[src/hw/store_pkg.sv]
/*
 * field store definitions
 * record layout shared by the extractor, tracker, arbiter and memory,
 * plus the store depth and address width
 */
package store_pkg;

	localparam int unsigned TAG_BITS    = 32;
	localparam int unsigned VALUE_BITS  = 256;
	localparam int unsigned STORE_DEPTH = 64;
	localparam int unsigned ADDR_BITS   = $clog2(STORE_DEPTH);

	typedef logic [ADDR_BITS-1:0] addr_t;

	typedef enum logic {
		REC_FIELD   = 1'b0,
		REC_SUMMARY = 1'b1
	} rec_kind_t;

	// summary records carry the field count in value[7:0]
	typedef struct packed {
		rec_kind_t               kind;
		logic                    som;
		logic [TAG_BITS-1:0]     tag;
		logic [VALUE_BITS-1:0]   value;
	} record_t;

endpackage

[src/hw/fix_pkg.sv]
/*
 * FIX protocol definitions
 * character, tag and value types, ASCII delimiters and the
 * two tags the parser reacts to
 */
package fix_pkg;

	import store_pkg::*;

	typedef logic [7:0] byte_t;

	// tags and values are right-aligned, newest character in the low byte
	typedef logic [TAG_BITS-1:0]   tag_t;
	typedef logic [VALUE_BITS-1:0] value_t;

	typedef logic [7:0] count_t;

	localparam byte_t CHAR_SOH = 8'h01;
	localparam byte_t CHAR_EQ  = 8'h3d;

	// "8" begins a message
	localparam tag_t TAG_BEGIN    = 32'h0000_0038;
	// "10" closes it
	localparam tag_t TAG_CHECKSUM = 32'h0000_3130;

endpackage

[src/hw/store_wr_if.sv]
/*
 * store write request
 * one writer presents a record with req and holds it until the
 * arbiter answers with gnt; the gnt cycle is the transfer
 */
`timescale 1ns/100ps

interface store_wr_if import store_pkg::*; ();

	logic    req;
	logic    gnt;
	record_t rec;

	modport writer (
		output req,
		output rec,
		input  gnt
	);

	modport arbiter (
		input  req,
		input  rec,
		output gnt
	);

endinterface

[src/hw/msg_tracker.sv]
/*
 * message tracker
 * counts fields from the begin-string field to the checksum field
 * and requests one summary record per message
 */
`timescale 1ns/100ps

module msg_tracker import fix_pkg::*, store_pkg::*; (
	input  logic        clk,
	input  logic        rst,
	input  logic        field_done_i,
	input  logic        is_begin_i,
	input  logic        is_checksum_i,
	store_wr_if.writer  wr
);

	count_t  count_q;
	count_t  count_nxt;
	logic    req_q;
	record_t sum_rec;

	// begin field restarts the count at one
	assign count_nxt = is_begin_i ? count_t'(1) : count_q + count_t'(1);

	always_ff @(posedge clk) begin
		if (rst) begin
			count_q <= '0;
			req_q   <= 1'b0;
		end else begin
			if (field_done_i)
				count_q <= count_nxt;
			if (field_done_i && is_checksum_i)
				req_q <= 1'b1;
			else if (wr.gnt)
				req_q <= 1'b0;
		end
	end

	always_ff @(posedge clk) begin
		if (field_done_i && is_checksum_i) begin
			sum_rec.kind  <= REC_SUMMARY;
			sum_rec.som   <= 1'b0;
			sum_rec.tag   <= TAG_CHECKSUM;
			sum_rec.value <= {{(VALUE_BITS-$bits(count_t)){1'b0}}, count_nxt};
		end
	end

	assign wr.req = req_q;
	assign wr.rec = sum_rec;

endmodule

[src/flat_wrapper.sv]
// flat-port wrapper written by rule: the top's interface ports become plain ports
module msg_tracker_flat import fix_pkg::*, store_pkg::*;
  (clk, rst, field_done_i, is_begin_i, is_checksum_i, wr_req, wr_rec, wr_gnt);
  store_wr_if wr_i ();
  input  logic clk;
  input  logic rst;
  input  logic field_done_i;
  input  logic is_begin_i;
  input  logic is_checksum_i;
  output wire logic [$bits(wr_i.req)-1:0] wr_req;
  output wire logic [$bits(wr_i.rec)-1:0] wr_rec;
  input wire logic [$bits(wr_i.gnt)-1:0] wr_gnt;
  assign wr_req = wr_i.req;
  assign wr_rec = wr_i.rec;
  assign wr_i.gnt = wr_gnt;
  msg_tracker u_core (.clk(clk), .rst(rst), .field_done_i(field_done_i), .is_begin_i(is_begin_i), .is_checksum_i(is_checksum_i), .wr(wr_i));
endmodule
[config.mk]
export PLATFORM = sky130hd
export DESIGN_NAME = msg_tracker_flat
export DESIGN_NICKNAME = d
export VERILOG_FILES = /design/src/hw/store_pkg.sv /design/src/hw/fix_pkg.sv /design/src/hw/store_wr_if.sv /design/src/hw/msg_tracker.sv /design/src/flat_wrapper.sv
export SDC_FILE = /design/constraint.sdc
export NUM_CORES = 1
export LEC_CHECK = 0
export BUFFER_PORTS_ARGS = -buffer_cell sky130_fd_sc_hd__buf_2
export CAP_MARGIN = 0
export CORE_AREA = 2 2 116 118
export DETAILED_ROUTE_END_ITERATION = 12
export DIE_AREA = 0 0 118 120
export PLACE_DENSITY = 0.61
export SYNTH_ARGS = -nofsm -noshare
export SYNTH_HDL_FRONTEND = slang
export SYNTH_SLANG_ARGS = --single-unit
[constraint.sdc]
create_clock -name clk -period 1.6 [get_ports clk]
set_clock_uncertainty 0.2 [all_clocks]
set_input_delay 0.16 -clock clk [delete_from_list [all_inputs] [get_ports clk]]
set_output_delay 0.16 -clock clk [all_outputs]
set_load 0.05 [all_outputs]
==> results_tabular.tex <==
\begin{tabular}{lr}
\hline
Metric & Value \\
\hline
\multicolumn{2}{l}{\textbf{Status}} \\
Status & finished, violations left \\
Violated checks & negative hold slack \\
\multicolumn{2}{l}{\textbf{Synthesis}} \\
Syn Area/Cell & 8.04 µm² \\
Post-synthesis simple-gate area fraction & 5.87\% \\
Post-synthesis cell area & 0.00292 mm² \\
Netlist cell types & 28 \\
Multiplexer area fraction after synthesis & 0.686\% \\
Gate count of the mapped netlist & 363 \\
Main flop type after synthesis & dfxtp\_1 \\
Post-Synth XOR/XNOR Area & 0.900\% \\
Sequential area share after synthesis & 14.4\% \\
Number of warnings printed during yosys synthesis & 0 \\
Synth Area in Adders & 0.429\% \\
Combinational family with the most area after synthesis & buffers and inverters \\
Ys async rst share & 0\% \\
Share of the synthesized area in compound gates (AO/OA/AOI/OAI) & 3.99\% \\
Flip-flop and latch count after synthesis & 17 \\
Number of enable flip-flop cells after synthesis & 8 \\
\multicolumn{2}{l}{\textbf{Clock network}} \\
Post-CTS setup buffer count & 0 \\
Clock slew at the register clock pins of the worst setup and hold paths & 0.05 ns \\
Maximum buffer depth of the clock tree & 2 \\
Htree depth & 1 \\
TritonCTS clock tree & built \\
Worst-Skew Late Latency & 0.25 ns \\
Clk sink count & 17 \\
Library cell used as clock root buffer & clkbuf\_16 \\
TritonCTS Buffers & 3 \\
\multicolumn{2}{l}{\textbf{Critical path}} \\
Data arrival time of the critical path & 1.45 ns \\
Critical path buffers and inverters & 0 \\
Highest-delay cell along the critical path & or3\_2 \\
Category of cells accounting for the largest share of critical-path delay & simple AND/OR/NAND/NOR gates \\
Kind of start point of the critical path & flip-flop \\
Setup slack of the most critical reg-to-reg path & 0.06 ns \\
Length in cells of the worst reg-to-reg path & 3 \\
Delay contributed by the slowest stage of the critical path & 0.47 ns \\
Worst Path Max Fanout & 8 \\
Crit. Startpoint & u\_core.count\_q[3] \\
R2r startpoint & u\_core.count\_q[3] \\
Cells along the critical path & nand4\_4, or3\_2, a21oi\_1 \\
RR Endpoint & u\_core.wr.rec[7] \\
Data required time of the critical path & 1.50 ns \\
Critical path endpoint category & flip-flop \\
Critical path type & reg -> reg \\
\multicolumn{2}{l}{\textbf{Floorplan}} \\
Die extent in x & 118 µm \\
I/O pin count & 297 \\
Area enclosed by the die boundary & 0.0142 mm² \\
Row count & 42 \\
Core region area & 0.0130 mm² \\
Die Ht & 120 µm \\
Initial Util & 22.5\% \\
\multicolumn{2}{l}{\textbf{GRT}} \\
GRT overflow & 0 \\
Largest net degree at the start of global routing & 13 \\
Initial antenna violation count & 0 \\
First-pass GRT wire length & 2980 µm \\
Vias in the first global route & 648 \\
Overall Global Routing Usage & 2.61\% \\
\multicolumn{2}{l}{\textbf{Cells and area}} \\
Filler cell count in the final layout & 1466 \\
Filler-free cell count of the finished design & 558 \\
Final Instance Area & 0.00228 mm² \\
Layout cell share with drive strength beyond 1 & 9.69\% \\
Number of nets in the final layout & 390 \\
Antenna diode count & 0 \\
Layout overhead on the synthesized area & -21.8\% \\
Final core utilization & 17.6\% \\
\multicolumn{2}{l}{\textbf{Timing}} \\
Tmin final & 1.54 ns \\
Setup violations, final & 0 \\
Max-slew violation count & 0 \\
Maximum operating frequency & 0.648 GHz \\
Endpoints failing hold & 1 \\
Final cycle utilization of the critical path & 96.5\% \\
Final-layout setup total negative slack & 0 ns \\
Final critical-path setup slack & 0.0560 ns \\
RSZ-0062 raised after global routing & no \\
Hold slack & -0.00318 ns \\
\multicolumn{2}{l}{\textbf{Power}} \\
Final Total Pwr & 2.50 mW \\
Net switching fraction of the power & 67.0\% \\
Net switching component of the power & 1.68 mW \\
Power Density & 1100 mW/mm² \\
Worst supply voltage drop on vdd & 362 µV \\
Combinational share of power & 61.4\% \\
Cell Int Power & 827 µW \\
Part of the power in the clock network & 19.9\% \\
Leak Pwr & 1.31 nW \\
Register share of total power & 18.8\% \\
\multicolumn{2}{l}{\textbf{Worst hold path}} \\
Hold Crit Endpoint & u\_core.count\_q[4] \\
Worst hold stages & 2 \\
Min-delay src & rst \\
Worst min-delay path category & in -> reg \\
\multicolumn{2}{l}{\textbf{Placed design}} \\
Detailed placer's ending HPWL & 2530 µm \\
RD Place Congestion & 0.785 \\
Post-place setup slack & 0.0343 ns \\
Port-buffer cells & 14 \\
Placement Cell Area & 0.00218 mm² \\
Dpl cells & 554 \\
\multicolumn{2}{l}{\textbf{Routing}} \\
Post-DR vias/cell & 2.43 \\
Number of routed nets with antenna violations & 0 \\
Total vias in the final route & 1355 \\
DRT iter0 DRCs & 57 \\
Count of unresolved DRC violations after routing & 0 \\
Length of the first detailed-routing pass in iterations & 4 \\
Wire length reported by the detailed router & 2950 µm \\
Average routed wire per standard cell & 5.28 µm \\
\multicolumn{2}{l}{\textbf{Run}} \\
Count of maximum capacitance violations & 0 \\
\hline
\end{tabular}
-- layout by cell type (no fill, tap or decap), types with 2 or more instances in the layout --
master	instances
conb_1	282
buf_2	14
edfxtp_1	8
a21oi_1	6
nor2_1	6
buf_4	6
nand2_1	5
o21ai_0	5
dfxtp_1	5
inv_1	4
a31oi_1	4
dfxtp_2	4
or3_2	3
or4_1	3
clkbuf_16	3
nand3_2	2
nor2b_1	2
nand3_1	2
xor2_1	2
nand2b_1	2
o211ai_1	2
mux2i_1	2
-- metal layers --
layer	vias up	part of all wire, %	GRT usage, %	routed length [µm]
met5	-	0	0	0
met4	0	1.4	1.81	42
met3	4	19	0.713	556
met2	157	52	4.25	1540
met1	580	27	2.98	808
li1	614	-	-	-
-- worst register-to-register path: stages, from the launching register on --
cell	delay, ns
dfxtp_1	0.42
nand4_4	0.16
or3_2	0.47
a21oi_1	0.14
-- what timing repair did --
action                                  CTS  global route
endpoints found under the setup margin    0             5
hold buffers                              0             0
resized for setup                         0             7
-- layout make-up --
cell class	instances	area, µm²	area share (%)
Multi-Input combinational cell	337	1430	62.5
Sequential cell	17	425	18.6
Tap cell	176	220	9.65
Timing Repair Buffer	20	115	5.04
Clock buffer	3	75.1	3.29
Inverter	4	15.0	0.658
Clock inverter	1	5.00	0.219
-- sequential cells by signal (all words and copies together), names as in the netlist --
name and cells:
u_core.wr.rec 8, u_core.count_q 8, u_core.wr.req 1
-- synth_stat cells (2+ instances only) --
master | instances | area [µm²]
a21oi_1 | 7 | 35.0
a31oi_1 | 4 | 25.0
buf_4 | 282 | 2120
conb_1 | 2 | 7.51
dfxtp_1 | 9 | 180
edfxtp_1 | 8 | 240
inv_1 | 4 | 15.0
mux2i_1 | 2 | 20.0
nand2_1 | 5 | 18.8
nand2b_1 | 2 | 12.5
nand3_1 | 4 | 20.0
nor2_1 | 6 | 22.5
nor2b_1 | 2 | 12.5
o211ai_1 | 2 | 15.0
o21ai_0 | 5 | 25.0
or3_1 | 2 | 12.5
or3_2 | 3 | 22.5
or4_1 | 3 | 22.5
xor2_1 | 2 | 17.5
-- cells by family (layout without fill, tap and decap cells) --
| logic type | Yosys count | count (layout) |
|---|---|---|
| fa+ha+maj | 1 | 1 |
| buf+inv | 289 | 28 |
| compound gates | 20 | 20 |
| xor+xnor | 3 | 3 |
| simple gates | 29 | 29 |
| mux | 2 | 2 |
| other cells | 2 | 282 |
| flops | 17 | 17 |
-- power by group through the flow --
stage | combinational, mW | sequential, mW | clock [mW]
floorplan | 2.00 | 0.511 | 0
global placement | 1.52 | 0.479 | 0
detailed placement | 1.52 | 0.479 | 0
CTS | 1.52 | 0.470 | 0.513
global route | 1.57 | 0.472 | 0.520
finish | 1.54 | 0.470 | 0.497
-- worst max-delay path by stage --
| stage | end | cells past startpoint |
|---|---|---|
| floorplan | u_core.wr.rec[6] | 4 |
| CTS | u_core.wr.rec[7] | 3 |
| finish | u_core.wr.rec[7] | 3 |
| detailed placement | u_core.wr.rec[7] | 3 |
| global placement | u_core.wr.rec[7] | 3 |
| global route | u_core.count_q[7] | 3 |
Note: power is estimated with default switching activity, not from simulation.
