### config.mk
export PLATFORM = sky130hd
export DESIGN_NAME = store_arbiter_flat
export DESIGN_NICKNAME = d
export VERILOG_FILES = /design/src/hw/store_pkg.sv /design/src/hw/store_wr_if.sv /design/src/hw/store_arbiter.sv /design/src/flat_wrapper.sv
export SDC_FILE = /design/constraint.sdc
export NUM_CORES = 1
export LEC_CHECK = 0
export BUFFER_PORTS_ARGS = -buffer_cell sky130_fd_sc_hd__buf_4
export CAP_MARGIN = 30
export CORE_AREA = 4 4 342 344
export DETAILED_ROUTE_END_ITERATION = 6
export DIE_AREA = 0 0 346 348
export GPL_TIMING_DRIVEN = 0
export MAX_ROUTING_LAYER = met4
export SYNTH_ARGS = -nofsm -noshare
export SYNTH_HDL_FRONTEND = slang
export SYNTH_SLANG_ARGS = --single-unit
### constraint.sdc
create_clock -name clk -period 2.64 [get_ports clk]
set_input_delay 0.132 -clock clk [delete_from_list [all_inputs] [get_ports clk]]
set_output_delay 0.132 -clock clk [all_outputs]
set_load 0.01 [all_outputs]
### src/hw/store_pkg.sv
/*
 * field store definitions
 * record layout shared by the extractor, tracker, arbiter and memory,
 * plus the store depth and address width
 */
package store_pkg;

	localparam int unsigned TAG_BITS    = 32;
	localparam int unsigned VALUE_BITS  = 256;
	localparam int unsigned STORE_DEPTH = 64;
	localparam int unsigned ADDR_BITS   = $clog2(STORE_DEPTH);

	typedef logic [ADDR_BITS-1:0] addr_t;

	typedef enum logic {
		REC_FIELD   = 1'b0,
		REC_SUMMARY = 1'b1
	} rec_kind_t;

	// summary records carry the field count in value[7:0]
	typedef struct packed {
		rec_kind_t               kind;
		logic                    som;
		logic [TAG_BITS-1:0]     tag;
		logic [VALUE_BITS-1:0]   value;
	} record_t;

endpackage

### src/hw/store_wr_if.sv
/*
 * store write request
 * one writer presents a record with req and holds it until the
 * arbiter answers with gnt; the gnt cycle is the transfer
 */
`timescale 1ns/100ps

interface store_wr_if import store_pkg::*; ();

	logic    req;
	logic    gnt;
	record_t rec;

	modport writer (
		output req,
		output rec,
		input  gnt
	);

	modport arbiter (
		input  req,
		input  rec,
		output gnt
	);

endinterface

### src/hw/store_arbiter.sv
/*
 * store arbiter
 * fixed priority between the field and summary writers, owns the
 * write pointer and a saturating record count
 */
`timescale 1ns/100ps

module store_arbiter import store_pkg::*; (
	input  logic               clk,
	input  logic               rst,
	store_wr_if.arbiter        fld,
	store_wr_if.arbiter        sum,
	output logic               we_o,
	output addr_t              waddr_o,
	output record_t            wdata_o,
	output logic [ADDR_BITS:0] rec_count_o,
	output logic               msg_done_o
);

	logic [ADDR_BITS:0] count_q;
	logic               full;

	assign full = (count_q == (ADDR_BITS+1)'(STORE_DEPTH));

	// field writer always wins
	assign fld.gnt = fld.req;
	assign sum.gnt = sum.req && !fld.req;

	// a full store still grants but drops the write
	assign we_o    = (fld.gnt || sum.gnt) && !full;
	assign waddr_o = count_q[ADDR_BITS-1:0];
	assign wdata_o = fld.gnt ? fld.rec : sum.rec;

	always_ff @(posedge clk) begin
		if (rst)
			count_q <= '0;
		else if (we_o)
			count_q <= count_q + 1'b1;
	end

	assign rec_count_o = count_q;
	assign msg_done_o  = sum.gnt;

	a_one_gnt: assert property (@(posedge clk) disable iff (rst)
		!(fld.gnt && sum.gnt));

endmodule

### src/flat_wrapper.sv
// flat-port wrapper written by rule: the top's interface ports become plain ports
module store_arbiter_flat import store_pkg::*;
  (clk, rst, we_o, waddr_o, wdata_o, rec_count_o, msg_done_o, fld_req, fld_rec, fld_gnt, sum_req, sum_rec, sum_gnt);
  store_wr_if fld_i ();
  store_wr_if sum_i ();
  input  logic clk;
  input  logic rst;
  output logic we_o;
  output addr_t waddr_o;
  output record_t wdata_o;
  output logic [ADDR_BITS:0] rec_count_o;
  output logic msg_done_o;
  input wire logic [$bits(fld_i.req)-1:0] fld_req;
  input wire logic [$bits(fld_i.rec)-1:0] fld_rec;
  output wire logic [$bits(fld_i.gnt)-1:0] fld_gnt;
  input wire logic [$bits(sum_i.req)-1:0] sum_req;
  input wire logic [$bits(sum_i.rec)-1:0] sum_rec;
  output wire logic [$bits(sum_i.gnt)-1:0] sum_gnt;
  assign fld_i.req = fld_req;
  assign fld_i.rec = fld_rec;
  assign fld_gnt = fld_i.gnt;
  assign sum_i.req = sum_req;
  assign sum_i.rec = sum_rec;
  assign sum_gnt = sum_i.gnt;
  store_arbiter u_core (.clk(clk), .rst(rst), .fld(fld_i), .sum(sum_i), .we_o(we_o), .waddr_o(waddr_o), .wdata_o(wdata_o), .rec_count_o(rec_count_o), .msg_done_o(msg_done_o));
endmodule
==> flow_results.xml <==
<?xml version="1.0" encoding="UTF-8"?>
<metrics>
  <group name="global_route">
    <metric name="antenna_found_initial" unit="">84</metric>
    <metric name="first_global_vias" unit="">7562</metric>
    <metric name="grt_remaining_overflow" unit="">0</metric>
    <metric name="grt_pass1_wl" unit="um">114000</metric>
    <metric name="grt_use_total" unit="">0.160</metric>
    <metric name="grt_start_max_net_pins" unit="">11</metric>
  </group>
  <group name="placed_design">
    <metric name="gp_congestion" unit="">0.907</metric>
    <metric name="placed_area" unit="sq um">12500</metric>
    <metric name="buffer_ports.inserted" unit="">888</metric>
    <metric name="hpwl" unit="um">95200</metric>
    <metric name="dp_cells" unit="">2780</metric>
  </group>
  <group name="logic_synthesis">
    <metric name="synth_fa_ha_area_frac" unit="">0.00634</metric>
    <metric name="synthDistinctLibCells" unit="">26</metric>
    <metric name="synthCells" unit="">380</metric>
    <metric name="simple_gate_portion_of_the_synthesized_area" unit="">0.0317</metric>
    <metric name="synth_compound_gate_area_share" unit="">0.0231</metric>
    <metric name="synth-seq-cells" unit="">7</metric>
    <metric name="yosys-mux-area-fraction" unit="">0.827</metric>
    <metric name="largest_family_of_logic_cells_by_synthesized_area" unit="">multiplexers</metric>
    <metric name="yosys_warnings" unit="">0</metric>
    <metric name="synth_area" unit="sq um">3950</metric>
    <metric name="yosys.area_share.xor_xnor" unit="">0.00222</metric>
    <metric name="ys_seq_area_frac" unit="">0.0355</metric>
    <metric name="syn_avg_cell_area" unit="sq um">10.4</metric>
    <metric name="synth_nets" unit="">966</metric>
  </group>
  <group name="sta">
    <metric name="tightestPinTransition" unit="ns">0.530</metric>
    <metric name="skew" unit="ns">0.00121</metric>
    <metric name="maxSlewHeadroom" unit="">0.647</metric>
    <metric name="finalCriticalPeriod" unit="ns">2.15</metric>
    <metric name="maximum_achievable_frequency" unit="MHz">464</metric>
    <metric name="final.period_utilization" unit="">0.815</metric>
    <metric name="setup_tns" unit="ns">0</metric>
    <metric name="rsz0062_at_grt" unit="">no</metric>
    <metric name="finalHoldViolCount" unit="">0</metric>
    <metric name="setup-violations-final" unit="">0</metric>
    <metric name="finalMaxSlewViolations" unit="">0</metric>
  </group>
  <group name="pwr">
    <metric name="cellLeakagePower" unit="nW">5.77</metric>
    <metric name="p_per_area" unit="nW/um^2">237</metric>
    <metric name="p_total" unit="mW">3.02</metric>
    <metric name="ir_drop" unit="uV">205</metric>
  </group>
  <group name="die">
    <metric name="io_pins" unit="">891</metric>
    <metric name="die_width" unit="um">346</metric>
    <metric name="core-area" unit="sq um">114000</metric>
    <metric name="die_h" unit="um">348</metric>
    <metric name="rows" unit="">124</metric>
    <metric name="initial_utilization" unit="">0.0347</metric>
    <metric name="die_area" unit="sq um">120000</metric>
  </group>
  <group name="critical_path">
    <metric name="regToRegEndpoint" unit="">u_core.rec_count_o[2]$_SDFFE_PP0P_</metric>
    <metric name="timing.rr.start" unit="">u_core.rec_count_o[0]$_SDFFE_PP0P_</metric>
    <metric name="timing.critical_path.from_type" unit="">primary input</metric>
    <metric name="worst-setup-path-type" unit="">in2out</metric>
    <metric name="critPathArrivalTime" unit="ns">2.02</metric>
    <metric name="timing.reg2reg.worst_path_depth" unit="">4</metric>
    <metric name="crit_fanout" unit="">11</metric>
    <metric name="timing.critical_path.required" unit="ns">2.51</metric>
    <metric name="register_to_register_setup_slack" unit="ns">1.02</metric>
    <metric name="timing.critical_path.to_type" unit="">output port</metric>
  </group>
  <group name="cts">
    <metric name="cts_tree" unit="">done</metric>
    <metric name="cts_repair_resize_count" unit="">0</metric>
    <metric name="clock_tree.htree_level_count" unit="">1</metric>
    <metric name="clock_insertion_delay_worst_skew" unit="ns">0.23</metric>
    <metric name="holdBufCountCts" unit="">0</metric>
    <metric name="clock-sinks" unit="">7</metric>
    <metric name="postCtsSetupRepairBufs" unit="">0</metric>
    <metric name="clock_tree.buffer_depth" unit="">2</metric>
    <metric name="worst_setup_hold_path_clk_slew" unit="ns">0.04</metric>
    <metric name="cts_made_buffers" unit="">3</metric>
    <metric name="cts-root-buf" unit="">sky130_fd_sc_hd__clkbuf_16</metric>
  </group>
  <group name="detailed_routing">
    <metric name="drcViolationCount" unit="">0</metric>
    <metric name="antenna_left" unit="">0</metric>
    <metric name="detailroute.via_count" unit="">7291</metric>
    <metric name="route.final.wire_length" unit="um">98800</metric>
    <metric name="first_iter_violations" unit="">271</metric>
    <metric name="routed_wire_length_per_instance" unit="um">34.7</metric>
    <metric name="via_per_inst" unit="">2.56</metric>
    <metric name="detail_route.first_pass.iterations" unit="">4</metric>
  </group>
  <group name="min_path">
    <metric name="hp-class" unit="">in2reg</metric>
    <metric name="min-delay-start" unit="">rst</metric>
    <metric name="hold_depth" unit="">2</metric>
    <metric name="timing.hold.worst_endpoint" unit="">u_core.rec_count_o[3]$_SDFFE_PP0P_</metric>
  </group>
  <group name="finish">
    <metric name="stdcell_count" unit="">2848</metric>
    <metric name="mostFrequentLayoutCell" unit="">sky130_fd_sc_hd__buf_4</metric>
    <metric name="largest_reg_flops" unit="">7</metric>
    <metric name="fin_util" unit="">0.112</metric>
    <metric name="fillers" unit="">13233</metric>
    <metric name="post_route_cells_drive_above_1_share" unit="">0.963</metric>
    <metric name="finish.instance_area" unit="sq um">12700</metric>
    <metric name="layout.nets" unit="">1859</metric>
    <metric name="layout_common_cells" unit="">916 x sky130_fd_sc_hd__buf_4, 290 x sky130_fd_sc_hd__mux2_2, 13 x sky130_fd_sc_hd__buf_2</metric>
    <metric name="syn2layout_area_growth" unit="%">223</metric>
  </group>
  <group name="run">
    <metric name="drv.max_cap_violation_count" unit="">0</metric>
  </group>
  <group name="run_status">
    <metric name="outcome" unit="">finished, final reports clean</metric>
  </group>
</metrics>
[kinds of logic (layout without fill, tap and decap cells)]
group | after synthesis | after routing
AO/OA/AOI/OAI | 14 | 14
XOR/XNOR | 1 | 1
adder cells (fa/ha/maj) | 2 | 2
buffers and inverters | 45 | 937
flip-flops | 7 | 7
multiplexers | 290 | 290
other | 0 | 64
AND/OR/NAND/NOR | 21 | 21
[worst max path at each step]
stage	endpoint	from	slack (ns)
final	wdata_o[196]	fld_req	0.49
after global routing	wdata_o[196]	fld_req	0.27
after CTS	wdata_o[196]	fld_req	0.26
after detailed placement	wdata_o[196]	fld_req	0.26
after global placement	wdata_o[196]	fld_req	0.28
after floorplan	u_core.rec_count_o[2]$_SDFFE_PP0P_	u_core.rec_count_o[0]$_SDFFE_PP0P_	1.31
[final cells by class]
type | instances | area, sq um | share of cell area
Timing Repair Buffer | 888 | 6670 | 0.523
Multi-Input combinational cell | 328 | 3520 | 0.276
Tap cell | 1512 | 1890 | 0.148
Buffer | 43 | 284 | 0.0223
Antenna cell | 64 | 160 | 0.0126
Sequential cell | 7 | 140 | 0.0110
Clock buffer | 4 | 78.8 | 0.00618
Inverter | 2 | 7.51 | 0.000589
[per-stage QoR]
| step | setup slack [ns] | hold WS [ns] |
|---|---|---|
| CTS | 0.258 | 0.263 |
| floorplan | 1.31 | 0.356 |
| finish | 0.487 | 0.263 |
| global placement | 0.284 | 0.498 |
| global route | 0.270 | 0.299 |
| detailed placement | 0.262 | 0.501 |
[cell usage after synthesis]
| master | count | area [sq um] |
|---|---|---|
| sky130_fd_sc_hd__ha_1 | 2 | 25.0 |
| sky130_fd_sc_hd__nor2_1 | 5 | 18.8 |
| sky130_fd_sc_hd__xor2_1 | 1 | 8.76 |
| sky130_fd_sc_hd__nand4_1 | 1 | 6.26 |
| sky130_fd_sc_hd__buf_2 | 13 | 65.1 |
| sky130_fd_sc_hd__nand2b_1 | 3 | 18.8 |
| sky130_fd_sc_hd__clkbuf_2 | 1 | 5.00 |
| sky130_fd_sc_hd__o2111ai_1 | 1 | 8.76 |
| sky130_fd_sc_hd__o311ai_1 | 2 | 17.5 |
| sky130_fd_sc_hd__or3_1 | 5 | 31.3 |
| sky130_fd_sc_hd__o211ai_1 | 1 | 7.51 |
| sky130_fd_sc_hd__mux2_2 | 290 | 3270 |
| sky130_fd_sc_hd__nor2b_1 | 2 | 12.5 |
| sky130_fd_sc_hd__buf_4 | 28 | 210 |
| sky130_fd_sc_hd__nand3b_1 | 1 | 7.51 |
| sky130_fd_sc_hd__nand2_1 | 1 | 3.75 |
| sky130_fd_sc_hd__o221ai_1 | 2 | 17.5 |
| sky130_fd_sc_hd__inv_1 | 2 | 7.51 |
| sky130_fd_sc_hd__nand3_1 | 1 | 5.00 |
| sky130_fd_sc_hd__o21ai_1 | 1 | 5.00 |
| sky130_fd_sc_hd__a21oi_1 | 3 | 15.0 |
| sky130_fd_sc_hd__dfxtp_1 | 7 | 140 |
| sky130_fd_sc_hd__buf_1 | 1 | 3.75 |
| sky130_fd_sc_hd__or4b_4 | 1 | 13.8 |
| sky130_fd_sc_hd__o21ai_0 | 4 | 20.0 |
| sky130_fd_sc_hd__or3_2 | 1 | 7.51 |
[worst max-delay path, cell delays in order]
cell                     delay [ns]
sky130_fd_sc_hd__buf_4         0.09
sky130_fd_sc_hd__buf_2         0.37
sky130_fd_sc_hd__buf_2         0.43
sky130_fd_sc_hd__buf_4         0.32
sky130_fd_sc_hd__mux2_2        0.46
sky130_fd_sc_hd__buf_4         0.18
[where the power goes]
group	switching, mW	internal, mW
Combinational	1.31	1.33
Sequential	0.0122	0.110
Clock	0.0593	0.201
Total	1.39	1.64
[layer usage]
metal  vias up  GRT usage  share of wire
li1       3322          -              -
met1      3383      0.195           0.44
met2       538      0.226           0.41
met3        48      0.111           0.15
met4         0    0.00469         0.0045
met5         -          -              0
Note: power is estimated with default switching activity, not from simulation.
