## src/hw/store_pkg.sv

```systemverilog
/*
 * field store definitions
 * record layout shared by the extractor, tracker, arbiter and memory,
 * plus the store depth and address width
 */
package store_pkg;

	localparam int unsigned TAG_BITS    = 32;
	localparam int unsigned VALUE_BITS  = 256;
	localparam int unsigned STORE_DEPTH = 64;
	localparam int unsigned ADDR_BITS   = $clog2(STORE_DEPTH);

	typedef logic [ADDR_BITS-1:0] addr_t;

	typedef enum logic {
		REC_FIELD   = 1'b0,
		REC_SUMMARY = 1'b1
	} rec_kind_t;

	// summary records carry the field count in value[7:0]
	typedef struct packed {
		rec_kind_t               kind;
		logic                    som;
		logic [TAG_BITS-1:0]     tag;
		logic [VALUE_BITS-1:0]   value;
	} record_t;

endpackage

```

## src/hw/fix_pkg.sv

```systemverilog
/*
 * FIX protocol definitions
 * character, tag and value types, ASCII delimiters and the
 * two tags the parser reacts to
 */
package fix_pkg;

	import store_pkg::*;

	typedef logic [7:0] byte_t;

	// tags and values are right-aligned, newest character in the low byte
	typedef logic [TAG_BITS-1:0]   tag_t;
	typedef logic [VALUE_BITS-1:0] value_t;

	typedef logic [7:0] count_t;

	localparam byte_t CHAR_SOH = 8'h01;
	localparam byte_t CHAR_EQ  = 8'h3d;

	// "8" begins a message
	localparam tag_t TAG_BEGIN    = 32'h0000_0038;
	// "10" closes it
	localparam tag_t TAG_CHECKSUM = 32'h0000_3130;

endpackage

```

## src/hw/fix_tokenizer.sv

```systemverilog
/*
 * FIX tokenizer
 * splits the byte stream into tag and value bytes and marks the
 * '=' and SOH delimiters with single-cycle pulses
 */
`timescale 1ns/100ps

module fix_tokenizer import fix_pkg::*; (
	input  logic  clk,
	input  logic  rst,
	input  byte_t byte_i,
	input  logic  byte_valid_i,
	output byte_t data_o,
	output logic  tag_byte_o,
	output logic  value_byte_o,
	output logic  tag_end_o,
	output logic  value_end_o
);

	typedef enum logic {
		IN_TAG,
		IN_VALUE
	} tok_state_t;

	tok_state_t state;

	always_ff @(posedge clk) begin
		if (rst) begin
			state        <= IN_TAG;
			tag_byte_o   <= 1'b0;
			value_byte_o <= 1'b0;
			tag_end_o    <= 1'b0;
			value_end_o  <= 1'b0;
		end else begin
			tag_byte_o   <= 1'b0;
			value_byte_o <= 1'b0;
			tag_end_o    <= 1'b0;
			value_end_o  <= 1'b0;
			if (byte_valid_i) begin
				case (state)
					IN_TAG: begin
						if (byte_i == CHAR_EQ) begin
							tag_end_o <= 1'b1;
							state     <= IN_VALUE;
						end else if (byte_i != CHAR_SOH) begin
							// stray SOH between fields is dropped
							tag_byte_o <= 1'b1;
						end
					end
					IN_VALUE: begin
						if (byte_i == CHAR_SOH) begin
							value_end_o <= 1'b1;
							state       <= IN_TAG;
						end else begin
							value_byte_o <= 1'b1;
						end
					end
					default: state <= IN_TAG;
				endcase
			end
		end
	end

	// byte travels alongside its strobe
	always_ff @(posedge clk) begin
		data_o <= byte_i;
	end

	a_one_delim: assert property (@(posedge clk) disable iff (rst)
		!(tag_end_o && value_end_o));

endmodule

```

## config.mk

```make
export PLATFORM = sky130hd
export DESIGN_NAME = fix_tokenizer
export DESIGN_NICKNAME = d
export VERILOG_FILES = /design/src/hw/store_pkg.sv /design/src/hw/fix_pkg.sv /design/src/hw/fix_tokenizer.sv
export SDC_FILE = /design/constraint.sdc
export NUM_CORES = 1
export LEC_CHECK = 0
export ABC_AREA = 1
export BUFFER_PORTS_ARGS = -buffer_cell sky130_fd_sc_hd__buf_2
export CAP_MARGIN = 20
export CORE_AREA = 2 2 39 41
export DETAILED_ROUTE_END_ITERATION = 16
export DIE_AREA = 0 0 41 43
export HOLD_SLACK_MARGIN = 0.08
export PLACE_DENSITY_LB_ADDON = 0.3
export SETUP_SLACK_MARGIN = 0.4
export SKIP_CTS_REPAIR_TIMING = 1
export SYNTH_ARGS = -nofsm -noshare
export SYNTH_HDL_FRONTEND = slang
export SYNTH_SLANG_ARGS = --single-unit
```

## constraint.sdc

```tcl
create_clock -name clk -period 0.85 [get_ports clk]
set_clock_uncertainty 0.15 [all_clocks]
set_input_delay 0 -clock clk [delete_from_list [all_inputs] [get_ports clk]]
set_output_delay 0 -clock clk [all_outputs]
set_load 0.01 [all_outputs]
```

==> metrics.csv, run 1 <==
stage,metric,value,unit
run_status,status,"finished, violations left",
run_status,failing checks,"negative hold slack, negative setup slack",
clock_tree,clock latency at the later pin of the worst-skew pair,270,ps
worst_setup_path,reg2reg setup slack,-60,ps
worst_setup_path,kind of critical path,reg -> reg,
routing,Remaining DRCs,0,
clock_tree,cts bufs inserted,3,
worst_setup_path,CP Data Required Time,870,ps
sta,RSZ-0062 raised after global routing,yes,
pwr,Net Sw Frac,0.2189,
pwr,Comb power frac,0.107,
floorplan,Initial Util,0.3020,
sta,minimum clock period,909.7,ps
placement,gpl congestion,0.6978,
worst_setup_path,CP max stage delay,330,ps
yosys,mux contribution to synthesized area,0,
global_routing,first-pass GRT wire length,1.117,mm
layout,fraction of layout cells with a size suffix above 1,0.6528,
worst_setup_path,crit start category,flip-flop,
pwr,Int Pwr,0.8859,mW
global_routing,gr ovfl total,0,
sta,Min Hold Slack,-306.4,ps
clock_tree,register clock-pin slew on the reported worst setup and hold paths,80,ps
floorplan,Site Rows,14,
sta,fin crit share,1.070,
global_routing,initial antenna violation count,0,
placement,port bufs,22,
routing,Routed WL,713,um
worst_setup_path,WP buf/inv,0,
clock_tree,clock sinks,13,
routing,Vias/cell,3.932,
placement,worst slack at placement,-67.28,ps
sta,Final setup viols,4,
pwr,clock share of power,0.323,
worst_setup_path,Reg-to-Reg End,state$_SDFFE_PP0P_,
yosys,Yosys reg bits,13,
layout,FF+latch area,276.5,um2
floorplan,die area,1763,um2
pwr,P_sw,0.2483,mW
layout,FILL cells,143,
yosys,Synth area leaders,"dfxtp_1, inv_1, nand2_1",
layout,Syn-to-layout area delta,61.68,%
sta,Relative slew margins,0.9042,
worst_setup_path,Reg2Reg Depth,4,
sta,Max Fclk,1.099,GHz
clock_tree,CTS tree,yes,
hold_path,hold path startpoint,byte_i[6],
worst_setup_path,CP cell instances,nand2_2 -> nand3b_1 -> nand2_1 -> nor2_2,
yosys,largest family of logic cells by synthesized area,simple AND/OR/NAND/NOR gates,
routing,Avg WL per Cell,8.102,um
worst_setup_path,Worst Path Max Fanout,2,
yosys,post-synthesis adder-cell area fraction,0,
sta,Final Hold Violating Endpoints,13,
yosys,Synth area leader,dfxtp_1,
layout,"Core Util, Final",0.4882,
yosys,synthesized area per cell,9.287,um2
routing,router iterations before antenna repair,2,
yosys,Netlist cell types,12,
sta,final worst slack,-59.70,ps
yosys,synthesized area,417.9,um2
clock_tree,root buf cell,clkbuf_4,
hold_path,Worst Hold Class,in -> reg,
pwr,pwr/cell area,1679,nW/um2
pwr,part of the power in registers,0.569,
yosys,Yosys top cell area share,0.6228,
run,Max Cap Viol,0,
global_routing,largest net degree at the start of global routing,8,
sta,Tightest Pin Transition,143.2,ps
placement,dpl hpwl,570.3,um
hold_path,Hold Crit Depth,1,
floorplan,num ports,23,
sta,fin. max-slew vios,0,
worst_setup_path,Critical Path Sink Type,flip-flop,
layout,# diodes,0,
routing,Iter 0 DRT Violations,1,
yosys,Synth Area in Compound Gates,0,
worst_setup_path,FF-to-FF Start,state$_SDFFE_PP0P_,
hold_path,hold path endpoint,data_o[6]$_DFF_P_,
yosys,sequential share of the synthesized area,0.6228,
global_routing,vias in the first global route,296,
floorplan,die extent in x,41,um
worst_setup_path,Crit path max-delay family,simple AND/OR/NAND/NOR gates,
yosys,simple-gate share of the synthesized area,0.2874,
floorplan,Die Ht,43,um
clock_tree,Clock Path Buffers,2,
yosys,xor/xnor share of the synthesized area,0,
layout,multi-input logic area,122.6,um2
yosys,Ys Warns,0,
pwr,Max IR drop VDD,0.0008608,V
global_routing,total track usage,0.1018,
yosys,Post-Synthesis Cells,45,
yosys,syn_nets,56,
worst_setup_path,slowest CP cell,dfxtp_2,
pwr,Leakage,0.3330,nW
clock_tree,H-tree depth,1,
worst_setup_path,"Data arrival, critical path",930,ps
layout,nets,84,
routing,vias post-DR,346,
routing,DRT antenna net count,0,
floorplan,area of the core,1384,um2
[layer usage]
layer / global-route usage / share of wire
met3: 0.03141 / 0.13
met5: 0 / 0
met4: 0.1000 / 0.029
met1: 0.1270 / 0.41
met2: 0.1281 / 0.43
[final cells by class]
cell class	count	area share
clock buffer	4	0.03889
tap	16	0.02963
multi-input combinational	22	0.1815
inverter	10	0.05556
timing repair buffer	23	0.2852
sequential	13	0.4093
[worst max path at each step]
| stage | start | end | slack (ps) | cells after the start |
|---|---|---|---|---|
| floorplan | state$_SDFFE_PP0P_ | state$_SDFFE_PP0P_ | -40 | 4 |
| global placement | state$_SDFFE_PP0P_ | state$_SDFFE_PP0P_ | -50 | 4 |
| detailed placement | state$_SDFFE_PP0P_ | state$_SDFFE_PP0P_ | -70 | 4 |
| CTS | state$_SDFFE_PP0P_ | state$_SDFFE_PP0P_ | -80 | 4 |
| global route | state$_SDFFE_PP0P_ | state$_SDFFE_PP0P_ | -120 | 4 |
| finish | state$_SDFFE_PP0P_ | state$_SDFFE_PP0P_ | -60 | 4 |
[registers in the layout, indices dropped and copies added, names as in the netlist]
signal / cells
tag_end_o: 1
state: 1
tag_byte_o: 1
value_byte_o: 1
value_end_o: 1
data_o: 8
[cells in the final DEF, fill, tap and decap left out, drive strengths merged]
cell type / synthesis / final
nand2: 11 / 11
buf: 0 / 23
inv: 10 / 10
nand3b: 1 / 1
and3b: 1 / 1
nand3: 2 / 2
dfxtp: 13 / 13
nor2: 6 / 6
nor3b: 1 / 1
clkbuf: 0 / 4
[through the flow]
| step | TNS, ps | cell area, um2 | hold slack (ps) | total power, mW | std cells |
|---|---|---|---|---|---|
| 4_1_cts | -361.1 | 600.6 | -316.4 | 1.132 | 88 |
| 2_1_floorplan | -39.37 | 436.7 | -122.3 | 0.6975 | 45 |
| 5_1_grt | -683.8 | 675.6 | -326.8 | 1.212 | 88 |
| 3_3_place_gp | -59.44 | 574.3 | -31.62 | 0.7513 | 84 |
| 6_report | -97.54 | 675.6 | -306.4 | 1.134 | 88 |
| 3_5_place_dp | -94.37 | 574.3 | -29.15 | 0.7533 | 84 |
[kinds of logic after synthesis]
kind of cell  count (synthesis)
buf+inv                      10
simple gates                 22
flops                        13
[synthesized netlist by cell type]
library cell,number
dfxtp_1,13
nor2_1,3
and3b_1,1
nand2_2,2
nand3b_1,1
inv_1,9
inv_2,1
nor2_2,2
nand2_1,9
nor3b_2,1
nor2_4,1
nand3_1,2
[power by group through the flow]
stage               combinational, mW  sequential [mW]  clock, mW
finish                          0.122            0.646      0.367
global route                    0.137            0.648      0.427
CTS                            0.0989            0.640      0.393
detailed placement             0.0986            0.655          0
global placement               0.0973            0.654          0
floorplan                      0.0289            0.669          0
Note: power is estimated with default switching activity, not from simulation.
==> inputs of run 2 (changes only) <==
--- a/config.mk
+++ b/config.mk
@@ -5,12 +5,13 @@
 export SDC_FILE = /design/constraint.sdc
 export NUM_CORES = 1
 export LEC_CHECK = 0
-export ABC_AREA = 1
+export ABC_AREA = 0
 export BUFFER_PORTS_ARGS = -buffer_cell sky130_fd_sc_hd__buf_2
 export CAP_MARGIN = 20
 export CORE_AREA = 2 2 39 41
 export DETAILED_ROUTE_END_ITERATION = 16
 export DIE_AREA = 0 0 41 43
+export GPL_TIMING_DRIVEN = 0
 export HOLD_SLACK_MARGIN = 0.08
 export PLACE_DENSITY_LB_ADDON = 0.3
 export SETUP_SLACK_MARGIN = 0.4
==> run 2 against run 1 <==
The run still ends with negative hold slack, negative setup slack left. Flip-flop and latch count stayed put. Largest power group unchanged. Critical path type unchanged. Non-clock buffer count is 1 lower. Largest cell class unchanged. Utilization is 1.4 points lower. Setup slack better by 44 ps. Register-to-register slack better by 40 ps.
==> metrics.csv, run 2 <==
stage,metric,value,unit,change
yosys,Synth area leader,dfxtp_1,,
worst_setup_path,FF-to-FF Start,state$_SDFFE_PP0P_,,
global_routing,gr ovfl total,0,,unchanged
layout,fin cells,67,,-24%
routing,Avg WL per Cell,10.94,um,+35%
sta,RSZ-0062 raised after global routing,yes,,
sta,minimum clock period,865.5,ps,-44.16 ps
run,Max Cap Viol,0,,unchanged
clock_tree,H-tree depth,1,,unchanged
global_routing,largest net degree at the start of global routing,8,,unchanged
worst_setup_path,CP max stage delay,390,ps,+60 ps
floorplan,num ports,23,,unchanged
worst_setup_path,Critical Path Sink Type,flip-flop,,
yosys,Post-Synthesis Cells,25,,-44%
worst_setup_path,CP Data Required Time,860,ps,about the same
clock_tree,register clock-pin slew on the reported worst setup and hold paths,70,ps,about the same
yosys,number of flops mapped to enable cells by yosys,0,,unchanged
run_status,status,"finished, violations left",,
yosys,Synth area leaders,"dfxtp_1, nor4b_4, a311oi_2",,
placement,gpl congestion,0.6938,,-0.57%
sta,Min Hold Slack,-307.8,ps,-1.444 ps
global_routing,first-pass GRT wire length,897,um,-20%
sta,fin. max-slew vios,0,,unchanged
placement,dpl hpwl,540.7,um,-5.2%
clock_tree,root buf cell,clkbuf_4,,
clock_tree,Clock Path Buffers,2,,unchanged
floorplan,Initial Util,0.2740,,-0.02803
global_routing,GR peak layer,met2,,
run_status,failing checks,"negative hold slack, negative setup slack",,
worst_setup_path,CP cell instances,and4bb_2,,
clock_tree,clock sinks,13,,unchanged
placement,worst slack at placement,-208.4,ps,-141.1 ps
yosys,asr flop ratio synth,0,,unchanged
sta,Tightest Pin Transition,294.0,ps,+150.7 ps
worst_setup_path,Crit path max-delay family,flip-flops,,
layout,cell area after layout,655.6,um2,-3.0%
clock_tree,CTS tree,yes,,
yosys,Ys Warns,0,,unchanged
layout,most frequent cells in the layout,"buf_6, dfxtp_2, buf_2",,
layout,"most common cell after layout, fill and taps aside",buf_6,,
layout,fraction of layout cells with a size suffix above 1,0.8627,,+0.2100
floorplan,area of the core,1384,um2,unchanged
pwr,Power Total,1.121,mW,-1.1%
pwr,pwr/cell area,1710,nW/um2,+1.9%
global_routing,initial antenna violation count,0,,unchanged
layout,Syn-to-layout area delta,72.94,%,
routing,DRT antenna net count,0,,unchanged
layout,Largest register FFs,8,,unchanged
floorplan,die area,1763,um2,unchanged
hold_path,hold path endpoint,data_o[1]$_DFF_P_,,
clock_tree,cts bufs inserted,3,,unchanged
worst_setup_path,slowest CP cell,dfxtp_4,,
sta,Max Fclk,1.155,GHz,+5.1%
layout,"Core Util, Final",0.4738,,-0.01447
layout,Reg with most FFs,data_o,,
routing,Vias/cell,4.478,,+14%
global_routing,total track usage,0.07956,,-0.02226
yosys,Yosys reg bits,13,,unchanged
yosys,predominant post-synthesis flop cell,dfxtp_1,,
yosys,synthesized area,379.1,um2,-9.3%
floorplan,Die Ht,43,um,unchanged
worst_setup_path,kind of critical path,reg -> reg,,
routing,Routed WL,733,um,+2.8%
global_routing,grt met3 use,0.04712,,+0.01571
worst_setup_path,Reg2Reg Depth,1,,-3
yosys,Netlist cell types,13,,+1
sta,final worst slack,-15.55,ps,+44.16 ps
yosys,synthesized area per cell,15.16,um2,+63%
floorplan,die extent in x,41,um,unchanged
global_routing,met2 usage,0.1188,,-0.009375
layout,# diodes,0,,unchanged
yosys,largest family of logic cells by synthesized area,simple AND/OR/NAND/NOR gates,,
worst_setup_path,Reg-to-Reg End,tag_byte_o$_SDFF_PP0_,,
sta,Relative slew margins,0.8032,,-0.1010
yosys,Yosys top cell area share,0.6865,,+0.06371
placement,port bufs,22,,unchanged
layout,nets,63,,-25%
hold_path,hold path startpoint,byte_i[1],,
sta,fin crit share,1.018,,-0.05195
yosys,post-synthesis adder-cell area fraction,0,,unchanged
pwr,Leakage,0.2747,nW,-18%
floorplan,Site Rows,14,,unchanged
placement,placed cell count,63,,-25%
yosys,xor/xnor share of the synthesized area,0,,unchanged
pwr,Max IR drop VDD,0.0007635,V,-11%
sta,Final Hold Violating Endpoints,13,,unchanged
clock_tree,clock latency at the later pin of the worst-skew pair,260,ps,about the same
yosys,most frequent cell after synthesis,dfxtp_1,,
yosys,simple-gate share of the synthesized area,0.2442,,-0.04320
yosys,sequential share of the synthesized area,0.6865,,+0.06371
worst_setup_path,"Data arrival, critical path",880,ps,-50 ps
hold_path,Hold Crit Depth,1,,unchanged
placement,Placement Cell Area,529.3,um2,-7.8%
yosys,syn_nets,36,,-36%
worst_setup_path,crit start category,flip-flop,,
yosys,mux contribution to synthesized area,0,,unchanged
worst_setup_path,reg2reg setup slack,-20,ps,+40 ps
routing,Remaining DRCs,0,,unchanged
worst_setup_path,WP buf/inv,0,,unchanged
routing,router iterations before antenna repair,2,,unchanged
yosys,Synth Area in Compound Gates,0.06931,,+0.06931
routing,vias post-DR,300,,-13%
sta,Fin Setup TNS,-17.57,ps,+79.97 ps
hold_path,Worst Hold Class,in -> reg,,
global_routing,vias in the first global route,252,,-15%
sta,Final setup viols,2,,-2
routing,Iter 0 DRT Violations,2,,+1
global_routing,met1 GRT Util,0.07468,,-0.05236
worst_setup_path,Worst Path Max Fanout,6,,+4
run 2: changes by cell type after synthesis, moves of 2 or more:
cell     delta
inv_1       -9
nor2_1      -3
nand2_2     -2
nor2_2      -2
nand2_1     -8
nand3_1     -2
run 2: how the worst max path moves through the flow:
stage,from,end,slack [ps],depth (start not counted)
finish,state$_SDFFE_PP0P_,tag_byte_o$_SDFF_PP0_,-20,1
global route,data_o[7]$_DFF_P_,data_o[7],-30,1
CTS,state$_SDFFE_PP0P_,tag_end_o$_SDFF_PP0_,-40,1
detailed placement,byte_i[6],tag_byte_o$_SDFF_PP0_,-210,4
global placement,byte_i[6],tag_byte_o$_SDFF_PP0_,-220,4
floorplan,byte_i[6],value_end_o$_SDFF_PP0_,-20,3
run 2: where the power goes:
group	internal [mW]	leakage [nW]	total (mW)	switching, mW
clock	0.181	0.0150	0.359	0.178
combinational	0.0728	0.150	0.120	0.0475
sequential	0.632	0.110	0.642	0.00953
total	0.886	0.275	1.12	0.235
run 2: logic make-up after synthesis:
family	Yosys count
flops	13
simple gates	9
compound gates	3
run 2: metal layers:
layer  vias to the layer above  wire length (um)
met1                       139               278
met4                         0                 0
met5                         -                 0
met2                        12               389
li1                        149                 -
met3                         0                65
run 2: final cells by class:
class | count | area [um2]
flip-flops and latches | 13 | 276.5
multi-input cells | 12 | 143.9
repair buffers | 22 | 188.9
clock buffers | 4 | 26.28
fillers | 124 | 728.2
well taps | 16 | 20.02
==> inputs of run 3 (changes only) <==
--- a/config.mk
+++ b/config.mk
@@ -8,9 +8,10 @@
 export ABC_AREA = 0
 export BUFFER_PORTS_ARGS = -buffer_cell sky130_fd_sc_hd__buf_2
 export CAP_MARGIN = 20
-export CORE_AREA = 2 2 39 41
+export CELL_PAD_IN_SITES_DETAIL_PLACEMENT = 0
+export CELL_PAD_IN_SITES_GLOBAL_PLACEMENT = 1
+export CORE_UTILIZATION = 26
 export DETAILED_ROUTE_END_ITERATION = 16
-export DIE_AREA = 0 0 41 43
 export GPL_TIMING_DRIVEN = 0
 export HOLD_SLACK_MARGIN = 0.08
 export PLACE_DENSITY_LB_ADDON = 0.3
==> constraint.sdc (replaced) <==
create_clock -name clk -period 0.85 [get_ports clk]
set_clock_uncertainty 0.15 [all_clocks]
set_input_delay 0 -clock clk [delete_from_list [all_inputs] [get_ports clk]]
set_output_delay 0 -clock clk [all_outputs]
set_load 0.1 [all_outputs]
==> run 3 against run 2 <==
Non-clock buffer count is the same. The flow still finishes with violations (negative hold slack, negative setup slack). Power up 17%. Critical endpoint is now data_o[3]. Utilization grew 12 points. Largest cell class is now buffers.
==> metrics.csv, run 3 (synthesis results as in run 2) <==
stage,metric,value,unit,change
pwr,Int Pwr,0.9151,mW,+3.3%
sta,fin. max-slew vios,0,,unchanged
routing,router iterations before antenna repair,4,,+2
clock_tree,root buf cell,clkbuf_4,,
floorplan,die extent in x,40.19,um,-2.0%
sta,RSZ-0062 raised after global routing,yes,,
layout,FILL cells,101,,-19%
routing,Routed WL,773,um,+5.5%
global_routing,vias in the first global route,248,,-1.6%
global_routing,largest net degree at the start of global routing,8,,unchanged
layout,FF+latch area,304.0,um2,+10%
pwr,clock share of power,0.272,,-0.048
sta,fin crit share,1.104,,+0.08541
clock_tree,clock sinks,13,,unchanged
pwr,pwr/cell area,1655,nW/um2,-3.3%
layout,# diodes,0,,unchanged
worst_setup_path,Critical Path Sink Type,primary output,,
routing,Remaining DRCs,0,,unchanged
pwr,P_sw,0.4015,mW,+71%
clock_tree,cts bufs inserted,3,,unchanged
floorplan,Site Rows,13,,-1
run_status,status,"finished, violations left",,
placement,port bufs,22,,unchanged
sta,Final setup viols,14,,+12
floorplan,Initial Util,0.2842,,+0.01028
layout,"Core Util, Final",0.5966,,+0.1228
routing,Avg WL per Cell,11.71,um,+7.1%
worst_setup_path,Worst Path Max Fanout,1,,-5
pwr,part of the power in registers,0.479,,-0.093
routing,Vias/cell,4.515,,+0.84%
worst_setup_path,CP max stage delay,360,ps,-30 ps
hold_path,Worst Hold Class,in -> reg,,
run,Max Cap Viol,0,,unchanged
sta,Tightest Pin Transition,276.2,ps,-17.81 ps
worst_setup_path,"Data arrival, critical path",790,ps,-90 ps
global_routing,first-pass GRT wire length,1.131,mm,+26%
pwr,Max IR drop VDD,0.001438,V,+88%
clock_tree,Clock Path Buffers,2,,unchanged
sta,Final Hold Violating Endpoints,13,,unchanged
floorplan,Die Ht,40.19,um,-6.5%
global_routing,gr ovfl total,0,,unchanged
worst_setup_path,WP buf/inv,1,,+1
floorplan,die area,1615,um2,-8.4%
floorplan,num ports,23,,unchanged
run_status,failing checks,"negative hold slack, negative setup slack",,
layout,"most common cell after layout, fill and taps aside",buf_12,,
sta,Relative slew margins,0.8151,,+0.01192
routing,vias post-DR,298,,-0.67%
worst_setup_path,kind of critical path,reg -> out,,
layout,Largest register FFs,8,,unchanged
routing,Iter 0 DRT Violations,2,,unchanged
pwr,Net Sw Frac,0.3050,,+0.09525
clock_tree,register clock-pin slew on the reported worst setup and hold paths,80,ps,about the same
layout,most frequent cells in the layout,"buf_12, dfxtp_4, buf_2",,
clock_tree,H-tree depth,1,,unchanged
worst_setup_path,CP cell instances,buf_12,,
floorplan,area of the core,1334,um2,-3.6%
global_routing,total track usage,0.1084,,+0.02886
worst_setup_path,CP Data Required Time,700,ps,-160 ps
placement,worst slack at placement,-226.6,ps,-18.28 ps
layout,cell area after layout,795.8,um2,+21%
layout,nets,63,,unchanged
pwr,Power Total,1.317,mW,+17%
pwr,Comb power frac,0.249,,+0.142
routing,DRT antenna net count,0,,unchanged
layout,Reg with most FFs,data_o,,
pwr,Leakage,0.3167,nW,+15%
layout,multi-input logic area,140.1,um2,-2.6%
sta,Min Hold Slack,-308.7,ps,-0.8460 ps
clock_tree,clock latency at the later pin of the worst-skew pair,260,ps,about the same
worst_setup_path,slowest CP cell,dfxtp_4,,
worst_setup_path,Crit path max-delay family,flip-flops,,
placement,gpl congestion,0.6065,,-13%
layout,Syn-to-layout area delta,109.9,%,
worst_setup_path,crit start category,flip-flop,,
sta,minimum clock period,938.1,ps,+72.60 ps
layout,fraction of layout cells with a size suffix above 1,0.8627,,unchanged
sta,Max Fclk,1.066,GHz,-7.7%
clock_tree,CTS tree,yes,,
global_routing,initial antenna violation count,0,,unchanged
sta,final worst slack,-88.15,ps,-72.60 ps
placement,Placement Cell Area,555.5,um2,+5.0%
run 3: cell counts in the layout (fill, tap and decap cells not counted):
Identical to the previous run, type by type.
run 3: area by class of cell:
type,count,share of cell area
flip-flops and latches,13,0.3821
multi-input cells,12,0.1761
clock buffers,4,0.03302
well taps,15,0.02358
repair buffers,22,0.3852
run 3: stage by stage:
stage	instances	setup TNS [ps]
after floorplan	25	-41.22
after global placement	62	-1119
after detailed placement	62	-1214
after CTS	66	-3782
after global routing	66	-1510
final	66	-977.1
run 3: path summary, 6_finish.rpt:
kind,startpoint,end,slack (ps),depth (start not counted)
min reg2reg,state$_SDFFE_PP0P_,tag_end_o$_SDFF_PP0_,310,1
max,data_o[3]$_DFF_P_,data_o[3],-90,1
min,byte_i[7],data_o[7]$_DFF_P_,-310,1
max reg2reg,state$_SDFFE_PP0P_,state$_SDFFE_PP0P_,-40,2
run 3: routing by layer:
layer / share of wire / GRT usage
met5: 0 / 0
met4: 0.016 / 0.02500
met3: 0.066 / 0.05000
met2: 0.55 / 0.1935
met1: 0.36 / 0.1153
run 3: power by group through the flow:
stage / Combinational (mW) / Sequential (mW) / Clock (mW)
after floorplan: 0.0138 / 0.805 / 0
after global placement: 0.241 / 0.633 / 0
after detailed placement: 0.244 / 0.634 / 0
after CTS: 0.244 / 0.619 / 0.368
after global routing: 0.337 / 0.635 / 0.421
final: 0.327 / 0.631 / 0.358
